**src/host_regs_pkg.sv**
```systemverilog
package host_regs_pkg;

    typedef enum logic [1:0] {
        OKAY   = 2'b00,
        SLVERR = 2'b10
    } resp_e;

    // Manager to subordinate
    typedef struct packed {
        logic [11:0] awaddr;
        logic        awvalid;
        logic [31:0] wdata;
        logic [3:0]  wstrb;
        logic        wvalid;
        logic        bready;
        logic [11:0] araddr;
        logic        arvalid;
        logic        rready;
    } axil_req_t;

    // Subordinate to manager
    typedef struct packed {
        logic        awready;
        logic        wready;
        resp_e       bresp;
        logic        bvalid;
        logic        arready;
        logic [31:0] rdata;
        resp_e       rresp;
        logic        rvalid;
    } axil_rsp_t;

    localparam logic [11:0] REG_CTRL   = 12'h000; // Bit 0 starts a run
    localparam logic [11:0] REG_STATUS = 12'h004; // Busy, done
    localparam logic [11:0] REG_ID     = 12'h008;
    localparam logic [11:0] REG_DEV    = 12'h00c;
    localparam logic [11:0] REG_DATA   = 12'h010;
    localparam logic [11:0] REG_GAP    = 12'h014;
    localparam logic [11:0] RAM_WIN    = 12'h400; // One buffer byte per word

endpackage

```
**src/link_pkt_pkg.sv**
```systemverilog
package link_pkt_pkg;

    // Frame type codes carried in byte 1 bits 7:4
    typedef enum logic [3:0] {
        INIT  = 4'h0,
        ACK   = 4'h1,
        NAK   = 4'h2,
        STALL = 4'h3,
        DLINK = 4'h8,
        DTYPE = 4'h9,
        DTEMP = 4'ha,
        DATA0 = 4'hd
    } btype_e;

    // Run configuration as set up by the host
    typedef struct packed {
        logic [7:0] head;     // Header byte of every frame
        logic [3:0] didx;     // Device index
        logic [7:0] link_id;
        logic [7:0] dev_type;
        logic [7:0] temp;
        logic [7:0] ram_base; // First payload index
        logic [7:0] data_len; // Payload bytes in DATA0
        logic [7:0] gap;      // Idle cycles between frames
    } frame_cfg_t;

    // One byte on the outgoing stream
    typedef struct packed {
        logic [7:0] data;
        logic       last; // Checksum byte, end of frame
    } tx_beat_t;

endpackage
```
**src/pkt_tx_top.sv**
```systemverilog
`timescale 1ns/1ps

module pkt_tx_top #(
    parameter int RAM_AW = 8
) (
    input  logic                      clk,
    input  logic                      rst,
    input  host_regs_pkg::axil_req_t  host_req,
    output host_regs_pkg::axil_rsp_t  host_rsp,
    output link_pkt_pkg::tx_beat_t    tx,
    output logic                      tx_valid,
    input  logic                      tx_ready
);

    link_pkt_pkg::frame_cfg_t cfg;
    link_pkt_pkg::btype_e     btype;
    logic                     start;
    logic                     busy;
    logic                     done;
    logic                     wr_en;
    logic [RAM_AW-1:0]        wr_addr;
    logic [7:0]               wr_data;
    logic [RAM_AW-1:0]        rd_addr;
    logic [7:0]               rd_data;
    logic                     frame_go;
    logic                     gap_go;
    logic                     gap_done;
    logic                     beat_fire;
    logic                     frame_done;
    logic [7:0]               idx;

    host_regs #(.RAM_AW(RAM_AW)) u_regs (
        .clk      (clk),
        .rst      (rst),
        .host_req (host_req),
        .host_rsp (host_rsp),
        .cfg      (cfg),
        .start    (start),
        .busy     (busy),
        .done     (done),
        .wr_en    (wr_en),
        .wr_addr  (wr_addr),
        .wr_data  (wr_data)
    );

    seq_fsm u_seq (
        .clk        (clk),
        .rst        (rst),
        .start      (start),
        .frame_done (frame_done),
        .gap_done   (gap_done),
        .btype      (btype),
        .frame_go   (frame_go),
        .gap_go     (gap_go),
        .busy       (busy),
        .done       (done)
    );

    frame_timer u_timer (
        .clk       (clk),
        .rst       (rst),
        .frame_go  (frame_go),
        .beat_fire (beat_fire),
        .gap_go    (gap_go),
        .gap       (cfg.gap),
        .idx       (idx),
        .gap_done  (gap_done)
    );

    frame_builder #(.RAM_AW(RAM_AW)) u_build (
        .clk        (clk),
        .rst        (rst),
        .cfg        (cfg),
        .btype      (btype),
        .frame_go   (frame_go),
        .idx        (idx),
        .tx         (tx),
        .tx_valid   (tx_valid),
        .tx_ready   (tx_ready),
        .beat_fire  (beat_fire),
        .frame_done (frame_done),
        .rd_addr    (rd_addr),
        .rd_data    (rd_data)
    );

    payload_ram #(.RAM_AW(RAM_AW)) u_ram (
        .clk     (clk),
        .wr_en   (wr_en),
        .wr_addr (wr_addr),
        .wr_data (wr_data),
        .rd_addr (rd_addr),
        .rd_data (rd_data)
    );

endmodule

```
**src/frame_builder.sv**
```systemverilog
`timescale 1ns/1ps

module frame_builder #(
    parameter int RAM_AW = 8
) (
    input  logic                      clk,
    input  logic                      rst,
    input  link_pkt_pkg::frame_cfg_t  cfg,
    input  link_pkt_pkg::btype_e      btype,
    input  logic                      frame_go,
    input  logic [7:0]                idx,
    output link_pkt_pkg::tx_beat_t    tx,
    output logic                      tx_valid,
    input  logic                      tx_ready,
    output logic                      beat_fire,
    output logic                      frame_done,
    output logic [RAM_AW-1:0]         rd_addr,
    input  logic [7:0]                rd_data
);

    logic       active;
    logic       rd_pend;  // Buffer read in flight
    logic       in_pay;   // Past the length byte of DATA0
    logic       has_body;
    logic       is_chk;
    logic       is_pay;
    logic       load;
    logic [7:0] chk;
    logic [7:0] pay_cnt;
    logic [7:0] hdr_last;
    logic [7:0] sel_byte;

    assign has_body = btype inside {link_pkt_pkg::DLINK, link_pkt_pkg::DTYPE,
                                    link_pkt_pkg::DTEMP};
    assign hdr_last = has_body ? 8'd3 : 8'd2;
    assign pay_cnt  = idx - 8'd3;
    assign is_chk   = (btype == link_pkt_pkg::DATA0) ? (in_pay && pay_cnt == cfg.data_len)
                                                     : (idx == hdr_last);
    assign is_pay   = in_pay && !is_chk;
    assign load     = active && !tx_valid && !rd_pend;

    assign rd_addr    = RAM_AW'(cfg.ram_base) + RAM_AW'(pay_cnt); // Wraps in buffer
    assign beat_fire  = tx_valid && tx_ready;
    assign frame_done = beat_fire && tx.last;

    always_comb begin
        sel_byte = 8'h00;
        if (is_chk) begin
            sel_byte = chk;
        end else begin
            case (idx)
                8'd1: sel_byte = {btype, cfg.didx};
                8'd2: begin
                    case (btype)
                        link_pkt_pkg::DLINK: sel_byte = cfg.link_id;
                        link_pkt_pkg::DTYPE: sel_byte = cfg.dev_type;
                        link_pkt_pkg::DTEMP: sel_byte = cfg.temp;
                        link_pkt_pkg::DATA0: sel_byte = cfg.data_len;
                        default:             sel_byte = 8'h00;
                    endcase
                end
                default: sel_byte = 8'h00;
            endcase
        end
    end

    always_ff @(posedge clk or posedge rst) begin
        if (rst) begin
            active   <= 1'b0;
            tx_valid <= 1'b0;
            rd_pend  <= 1'b0;
            in_pay   <= 1'b0;
            chk      <= '0;
        end else if (frame_go) begin
            active   <= 1'b1;
            tx_valid <= 1'b1; // Header goes out right away
            rd_pend  <= 1'b0;
            in_pay   <= 1'b0;
            chk      <= '0;
        end else begin
            if (beat_fire) begin
                tx_valid <= 1'b0;
                chk      <= chk ^ tx.data;
                if (tx.last)
                    active <= 1'b0;
                if (btype == link_pkt_pkg::DATA0 && idx == 8'd2 && !in_pay)
                    in_pay <= 1'b1;
            end
            if (rd_pend) begin
                rd_pend  <= 1'b0;
                tx_valid <= 1'b1;
            end else if (load) begin
                if (is_pay)
                    rd_pend <= 1'b1;
                else
                    tx_valid <= 1'b1;
            end
        end
    end

    always_ff @(posedge clk) begin
        if (frame_go) begin
            tx.data <= cfg.head;
            tx.last <= 1'b0;
        end else if (rd_pend) begin
            tx.data <= rd_data;
            tx.last <= 1'b0;
        end else if (load && !is_pay) begin
            tx.data <= sel_byte;
            tx.last <= is_chk;
        end
    end

endmodule

```
**src/frame_timer.sv**
```systemverilog
`timescale 1ns/1ps

module frame_timer (
    input  logic       clk,
    input  logic       rst,
    input  logic       frame_go,
    input  logic       beat_fire,
    input  logic       gap_go,
    input  logic [7:0] gap,
    output logic [7:0] idx,
    output logic       gap_done
);

    logic [7:0] gap_cnt;
    logic       gap_run;

    always_ff @(posedge clk or posedge rst) begin
        if (rst) begin
            idx     <= '0;
            gap_cnt <= '0;
            gap_run <= 1'b0;
        end else begin
            if (frame_go)
                idx <= '0;
            else if (beat_fire)
                idx <= idx + 8'd1; // Wraps on long DATA0 frames

            if (gap_go) begin
                gap_cnt <= gap;
                gap_run <= 1'b1;
            end else if (gap_run) begin
                if (gap_cnt == 8'd0)
                    gap_run <= 1'b0;
                else
                    gap_cnt <= gap_cnt - 8'd1;
            end
        end
    end

    // gap+1 cycles after gap_go
    assign gap_done = gap_run && (gap_cnt == 8'd0);

endmodule

```
**src/seq_fsm.sv**
```systemverilog
`timescale 1ns/1ps

module seq_fsm (
    input  logic                  clk,
    input  logic                  rst,
    input  logic                  start,
    input  logic                  frame_done,
    input  logic                  gap_done,
    output link_pkt_pkg::btype_e  btype,
    output logic                  frame_go,
    output logic                  gap_go,
    output logic                  busy,
    output logic                  done
);

    typedef enum logic [1:0] {
        IDLE,
        LOAD,
        SEND,
        GAP
    } state_e;

    state_e state;
    state_e state_nx;
    logic   last_frame;

    // Fixed order of one run
    function automatic link_pkt_pkg::btype_e next_type(input link_pkt_pkg::btype_e cur);
        case (cur)
            link_pkt_pkg::ACK:   return link_pkt_pkg::NAK;
            link_pkt_pkg::NAK:   return link_pkt_pkg::STALL;
            link_pkt_pkg::STALL: return link_pkt_pkg::DLINK;
            link_pkt_pkg::DLINK: return link_pkt_pkg::DTYPE;
            link_pkt_pkg::DTYPE: return link_pkt_pkg::DTEMP;
            default:             return link_pkt_pkg::DATA0;
        endcase
    endfunction

    assign last_frame = (btype == link_pkt_pkg::DATA0);

    always_comb begin
        state_nx = state;
        case (state)
            IDLE:    if (start) state_nx = LOAD;
            LOAD:    state_nx = SEND;
            SEND:    if (frame_done) state_nx = last_frame ? IDLE : GAP;
            GAP:     if (gap_done) state_nx = LOAD;
            default: state_nx = IDLE;
        endcase
    end

    always_ff @(posedge clk or posedge rst) begin
        if (rst) begin
            state <= IDLE;
            btype <= link_pkt_pkg::INIT;
            done  <= 1'b0;
        end else begin
            state <= state_nx;
            if (state == IDLE && start) begin
                btype <= link_pkt_pkg::ACK;
                done  <= 1'b0;
            end else if (state == GAP && gap_done) begin
                btype <= next_type(btype);
            end
            if (state == SEND && frame_done && last_frame)
                done <= 1'b1; // No gap after DATA0
        end
    end

    assign frame_go = (state == LOAD);
    assign gap_go   = (state == SEND) && frame_done && !last_frame;
    assign busy     = (state != IDLE);

endmodule

```
**src/host_regs.sv**
```systemverilog
`timescale 1ns/1ps

module host_regs #(
    parameter int RAM_AW = 8
) (
    input  logic                      clk,
    input  logic                      rst,
    input  host_regs_pkg::axil_req_t  host_req,
    output host_regs_pkg::axil_rsp_t  host_rsp,
    output link_pkt_pkg::frame_cfg_t  cfg,
    output logic                      start,
    input  logic                      busy,
    input  logic                      done,
    output logic                      wr_en,
    output logic [RAM_AW-1:0]         wr_addr,
    output logic [7:0]                wr_data
);

    logic                 wr_acc;
    logic                 rd_acc;
    logic                 wr_ok;
    logic                 rd_ok;
    logic                 ram_hit;
    logic [11:0]          ram_off;
    logic [31:0]          rd_word;
    logic                 bvalid;
    logic                 rvalid;
    logic [31:0]          rdata;
    host_regs_pkg::resp_e bresp;
    host_regs_pkg::resp_e rresp;

    assign wr_acc  = host_req.awvalid && host_req.wvalid && !bvalid;
    assign rd_acc  = host_req.arvalid && !rvalid;
    assign ram_off = host_req.awaddr - host_regs_pkg::RAM_WIN;
    assign ram_hit = (host_req.awaddr >= host_regs_pkg::RAM_WIN) &&
                     ({22'd0, ram_off[11:2]} < (32'd1 << RAM_AW));

    assign start   = wr_acc && (host_req.awaddr == host_regs_pkg::REG_CTRL) &&
                     host_req.wstrb[0] && host_req.wdata[0] && !busy;
    assign wr_en   = wr_acc && ram_hit && host_req.wstrb[0];
    assign wr_addr = ram_off[RAM_AW+1:2];
    assign wr_data = host_req.wdata[7:0];

    always_comb begin
        case (host_req.awaddr)
            host_regs_pkg::REG_CTRL, host_regs_pkg::REG_ID, host_regs_pkg::REG_DEV,
            host_regs_pkg::REG_DATA, host_regs_pkg::REG_GAP: wr_ok = 1'b1;
            default: wr_ok = ram_hit; // STATUS lands here too
        endcase
    end

    always_ff @(posedge clk or posedge rst) begin
        if (rst) begin
            cfg <= '0;
        end else if (wr_acc) begin
            case (host_req.awaddr)
                host_regs_pkg::REG_ID: begin
                    if (host_req.wstrb[0]) cfg.head <= host_req.wdata[7:0];
                    if (host_req.wstrb[1]) cfg.didx <= host_req.wdata[11:8];
                    if (host_req.wstrb[2]) cfg.link_id <= host_req.wdata[23:16];
                end
                host_regs_pkg::REG_DEV: begin
                    if (host_req.wstrb[0]) cfg.dev_type <= host_req.wdata[7:0];
                    if (host_req.wstrb[1]) cfg.temp <= host_req.wdata[15:8];
                end
                host_regs_pkg::REG_DATA: begin
                    if (host_req.wstrb[0]) cfg.ram_base <= host_req.wdata[7:0];
                    if (host_req.wstrb[1]) cfg.data_len <= host_req.wdata[15:8];
                end
                host_regs_pkg::REG_GAP: begin
                    if (host_req.wstrb[0]) cfg.gap <= host_req.wdata[7:0];
                end
                default: ;
            endcase
        end
    end

    always_comb begin
        rd_ok   = 1'b1;
        rd_word = '0;
        case (host_req.araddr)
            host_regs_pkg::REG_CTRL:   rd_word = '0;
            host_regs_pkg::REG_STATUS: rd_word = {30'd0, done, busy};
            host_regs_pkg::REG_ID:     rd_word = {8'd0, cfg.link_id, 4'd0, cfg.didx, cfg.head};
            host_regs_pkg::REG_DEV:    rd_word = {16'd0, cfg.temp, cfg.dev_type};
            host_regs_pkg::REG_DATA:   rd_word = {16'd0, cfg.data_len, cfg.ram_base};
            host_regs_pkg::REG_GAP:    rd_word = {24'd0, cfg.gap};
            default:                   rd_ok = 1'b0; // Buffer is write only
        endcase
    end

    always_ff @(posedge clk or posedge rst) begin
        if (rst) begin
            bvalid <= 1'b0;
            bresp  <= host_regs_pkg::OKAY;
        end else if (wr_acc) begin
            bvalid <= 1'b1;
            bresp  <= wr_ok ? host_regs_pkg::OKAY : host_regs_pkg::SLVERR;
        end else if (host_req.bready) begin
            bvalid <= 1'b0;
        end
    end

    always_ff @(posedge clk or posedge rst) begin
        if (rst) begin
            rvalid <= 1'b0;
            rresp  <= host_regs_pkg::OKAY;
            rdata  <= '0;
        end else if (rd_acc) begin
            rvalid <= 1'b1;
            rresp  <= rd_ok ? host_regs_pkg::OKAY : host_regs_pkg::SLVERR;
            rdata  <= rd_word;
        end else if (host_req.rready) begin
            rvalid <= 1'b0;
        end
    end

    always_comb begin
        host_rsp.awready = wr_acc;
        host_rsp.wready  = wr_acc;
        host_rsp.bresp   = bresp;
        host_rsp.bvalid  = bvalid;
        host_rsp.arready = !rvalid;
        host_rsp.rdata   = rdata;
        host_rsp.rresp   = rresp;
        host_rsp.rvalid  = rvalid;
    end

endmodule

```
**src/payload_ram.sv**
```systemverilog
`timescale 1ns/1ps

module payload_ram #(
    parameter int RAM_AW = 8
) (
    input  logic              clk,
    input  logic              wr_en,
    input  logic [RAM_AW-1:0] wr_addr,
    input  logic [7:0]        wr_data,
    input  logic [RAM_AW-1:0] rd_addr,
    output logic [7:0]        rd_data
);

    logic [7:0] mem [0:(1<<RAM_AW)-1];

    always_ff @(posedge clk) begin
        if (wr_en)
            mem[wr_addr] <= wr_data;
    end

    // Registered read, data one cycle after the address
    always_ff @(posedge clk) begin
        rd_data <= mem[rd_addr];
    end

endmodule

```
**config.mk**
```make
export PLATFORM = sky130hd
export DESIGN_NAME = pkt_tx_top
export DESIGN_NICKNAME = d
export VERILOG_FILES = /design/src/host_regs_pkg.sv /design/src/link_pkt_pkg.sv /design/src/pkt_tx_top.sv /design/src/frame_builder.sv /design/src/frame_timer.sv /design/src/seq_fsm.sv /design/src/host_regs.sv /design/src/payload_ram.sv
export SDC_FILE = /design/constraint.sdc
export NUM_CORES = 2
export LEC_CHECK = 0
export ABC_AREA = 1
export BUFFER_PORTS_ARGS = -buffer_cell sky130_fd_sc_hd__buf_2
export CAP_MARGIN = 25
export CELL_PAD_IN_SITES_DETAIL_PLACEMENT = 0
export CELL_PAD_IN_SITES_GLOBAL_PLACEMENT = 2
export CORE_ASPECT_RATIO = 0.8
export CORE_MARGIN = 2
export CORE_UTILIZATION = 25
export DETAILED_ROUTE_END_ITERATION = 8
export GPL_ROUTABILITY_DRIVEN = 0
export PLACE_DENSITY = 0.48
export SLEW_MARGIN = 20
export SYNTH_ARGS = -nofsm -noshare
export SYNTH_HDL_FRONTEND = slang
export SYNTH_SLANG_ARGS = --single-unit
```
**constraint.sdc**
```tcl
create_clock -name clk -period 9.9 [get_ports clk]
set_clock_uncertainty 0.2 [all_clocks]
set_input_delay 1.485 -clock clk [delete_from_list [all_inputs] [get_ports clk]]
set_output_delay 1.485 -clock clk [all_outputs]
set_load 0.05 [all_outputs]
```
==> metrics.md <==
| Metric | Value |
|---|---|
| Ys Warns | `0` |
| Via density | `4.58` |
| Share of layout cells above drive strength 1 | `6.90%` |
| Worst-path clk slew | `0.06 ns` |
| Worst setup margin | `4.14 ns` |
| Number of placed I/O pins | `119` |
| Max_slew headroom | `31.6%` |
| Clock Tree Buf Depth | `4` |
| Synth Cell Area | `91,200 um2` |
| Max-Cap Viols | `0` |
| Synth Flop Type | `edfxtp_1` |
| # setup viols final | `0` |
| Fin Setup TNS | `0 ns` |
| Synth unique cells | `51` |
| DRT Wirelength | `325,000 um` |
| Die Span X | `679 um` |
| ANT nets after route | `0` |
| Post-synth EDFFs | `2,056` |
| DRC | `0` |
| IO Port Bufs | `99` |
| Crit-path cells | `inv_1, ha_1, fa_4, buf_12, buf_4, nor2_1, o21ai_0, o21ai_1, nand2_1, nand3_1, nand3_1, nand3_1, nand3_1, nand2_1, nand2_1, nand2_1` |
| CP Max Fanout | `130` |
| # resized after CTS | `0` |
| Layout filler cell count | `37,400` |
| Vias post-DR | `59,600` |
| FFs w/ async S/R, synth | `5.66%` |
| Avg Cell Area, Syn | `11.3 um2` |
| Area Overhead vs Synth | `14.1%` |
| Num CTS Buffers | `248` |
| DR iter-0 viols | `5,061` |
| Leakage | `0.0348 uW` |
| # rows | `198` |
| Tcrit/Tclk final | `58.2%` |
| RSZ-0062 raised after global routing | `false` |
| Core footprint | `363,000 um2` |
| Full die area | `369,000 um2` |
| Combinational power share | `33.3%` |
| Commonest non-fill, non-tap cell in the layout | `edfxtp_1` |
| Status | `complete, no violations` |
| Clk Latency, worst-skew pair | `0.92 ns` |
| Hold Fails Final Rpt | `0` |
| Initial antenna violation count | `24` |
| Clock root buffer | `clkbuf_16` |
| Slew Viols, Final | `0` |
| Tmin final | `5.76 ns` |
| Global Route Usage Sum | `17.1%` |
| Vias in the first global route | `58,000` |
| Crit-path leading delay family | `adder cells` |
| WP buf/inv | `3` |
| Sequential area share after synthesis | `71.3%` |
| Max VDD drop | `0.233 mV` |
| Net Sw Power | `11,000 uW` |
| Slew @ Worst Pin | `1.02 ns` |
| Switch share | `38.1%` |
| Largest net degree at the start of global routing | `237` |
| Dpl ws | `3.86 ns` |
| Overflow after GRT | `0` |
| Proportion of power drawn by flip-flops and latches | `35.5%` |
| CP Launch Type | `register` |
| CP max-delay cell | `fa_4` |
| Worst hold path type | `register to register` |
| Initial core utilization | `25.1%` |
| WL/cell | `25.0 um` |
| Critical path arrival | `6.36 ns` |
| Max Freq | `174 MHz` |
| Crit. End Element | `register` |
| Hpwl dp | `184,000 um` |
| CTS Hold Bufs | `0` |
| Power per Cell Area | `279 nW/um2` |
| Die Span Y | `544 um` |
| Int Power | `17,900 uW` |
| Synthesized flop and latch total | `2,189` |
| CTS tree | `done` |
| Final #Nets | `8,072` |
| Crit Path Category | `register to register` |
| Pre-antenna DRT Iters | `5` |
| Most frequent cells in the layout | `edfxtp_1 (2,056), nor2_1 (1,951), o21ai_0 (1,145)` |
| Clock power frac | `31.2%` |
| Max incr delay on CP | `1.17 ns` |
| Total clock sinks | `2,189` |
| Global-route wire length before repair | `456,000 um` |
| CTS H-tree lvls | `4` |
| Worst EP required | `10.50 ns` |
| Synth Instances | `8,051` |
| Setup bufs post-CTS | `0` |
[power by group through the flow]
stage	combinational, uW	sequential, uW	clock (uW)
4_1_cts	9930	10300	9310
2_1_floorplan	5970	10500	0
5_1_grt	10800	10300	9630
3_5_place_dp	9900	10500	0
6_report	9660	10300	9030
3_3_place_gp	9940	10500	0
[cell usage after synthesis, drive strengths merged, types with 3 or more instances]
| master | number | area share (%) |
|---|---|---|
| nand2 | 1008 | 4.2 |
| clkinv | 6 | 0.025 |
| nand3 | 652 | 3.6 |
| edfxtp | 2056 | 68 |
| nor3 | 11 | 0.066 |
| o22ai | 73 | 0.50 |
| inv | 230 | 0.95 |
| dfxtp | 9 | 0.20 |
| a21oi | 52 | 0.29 |
| xnor2 | 3 | 0.029 |
| nand4 | 10 | 0.069 |
| o21ai | 1205 | 6.6 |
| o211ai | 88 | 0.72 |
| buf | 292 | 2.0 |
| nor4 | 6 | 0.048 |
| nor2 | 1954 | 8.1 |
| dfrtp | 124 | 3.4 |
| clkbuf | 221 | 0.91 |
| xor2 | 9 | 0.095 |
| mux2 | 8 | 0.099 |
| ha | 15 | 0.21 |
[worst paths after layout]
check / start / end / slack [ns] / cells after the start
worst max register to register: u_timer.idx[0]$_DFFE_PP0P_ / u_ram.rd_data[7]$_DFF_P_ / 4.14 / 16
min in group asynchronous: rst / u_build.chk[2]$_DFFE_PP0P_ / 0.50 / 2
max in group asynchronous: rst / u_regs.cfg[46]$_DFFE_PP0P_ / 7.66 / 3
worst min register to register: u_build.chk[7]$_DFFE_PP0P_ / u_build.chk[7]$_DFFE_PP0P_ / 0.26 / 1
worst max-delay path: u_timer.idx[0]$_DFFE_PP0P_ / u_ram.rd_data[7]$_DFF_P_ / 4.14 / 16
worst min-delay path: u_build.chk[7]$_DFFE_PP0P_ / u_build.chk[7]$_DFFE_PP0P_ / 0.26 / 1
[cell type report]
cell class	instances	area (um2)	area share, %
diodes	8	20.0	0.0192
clock buffers	303	6560	6.30
clock inverters	151	1150	1.11
inverters	236	932	0.896
multi-input cells	5122	22700	21.8
flip-flops and latches	2189	65000	62.5
well taps	4800	6010	5.77
repair buffers	191	1650	1.59
[state kept, by name, indices dropped and copies added, names as in the netlist, 2 cells and up]
register,count
u_regs.cfg,60
u_build.tx,9
u_timer.gap_cnt,8
u_ram.rd_data,8
u_ram.mem,2048
u_regs.rdata,24
u_seq.btype,4
u_build.chk,8
u_timer.idx,8
u_seq.state,2
[routing by layer]
metal	track usage, %	wire, um
met4	3.23	5750
met3	1.91	12000
met1	26.1	165000
met2	26.3	143000
met5	0	0
[logic make-up after synthesis]
group / synth area share (%)
AND/OR/NAND/NOR: 16.0
flip-flops: 71.3
AO/OA/AOI/OAI: 8.26
buffers and inverters: 3.93
adder cells (fa/ha/maj): 0.228
XOR/XNOR: 0.124
multiplexers: 0.0988
other: 0.00411
[per-stage QoR]
stage | util [%] | area (um2) | hold slack (ns) | std cells | total power (uW)
2_1_floorplan | - | 91200 | 0.233 | 8060 | 16500
3_3_place_gp | 26.5 | 96200 | 0.255 | 12500 | 20400
3_5_place_dp | 26.5 | 96300 | 0.256 | 12500 | 20400
4_1_cts | 28.6 | 104000 | 0.264 | 13000 | 29500
5_1_grt | 28.6 | 104000 | 0.287 | 13000 | 30700
6_report | 28.6 | 104000 | 0.262 | 13000 | 29000
[worst reg2reg max path: cells and delay by family, from the launching register on]
kind                       cells  cell delay [ns]
buffers and inverters          3             1.78
adders and majority gates      2             1.60
DFF                            1             0.47
and+or+nand+nor                9             1.37
AOI/OAI and AO/OA              2             0.19
Note: power is estimated with default switching activity, not from simulation.
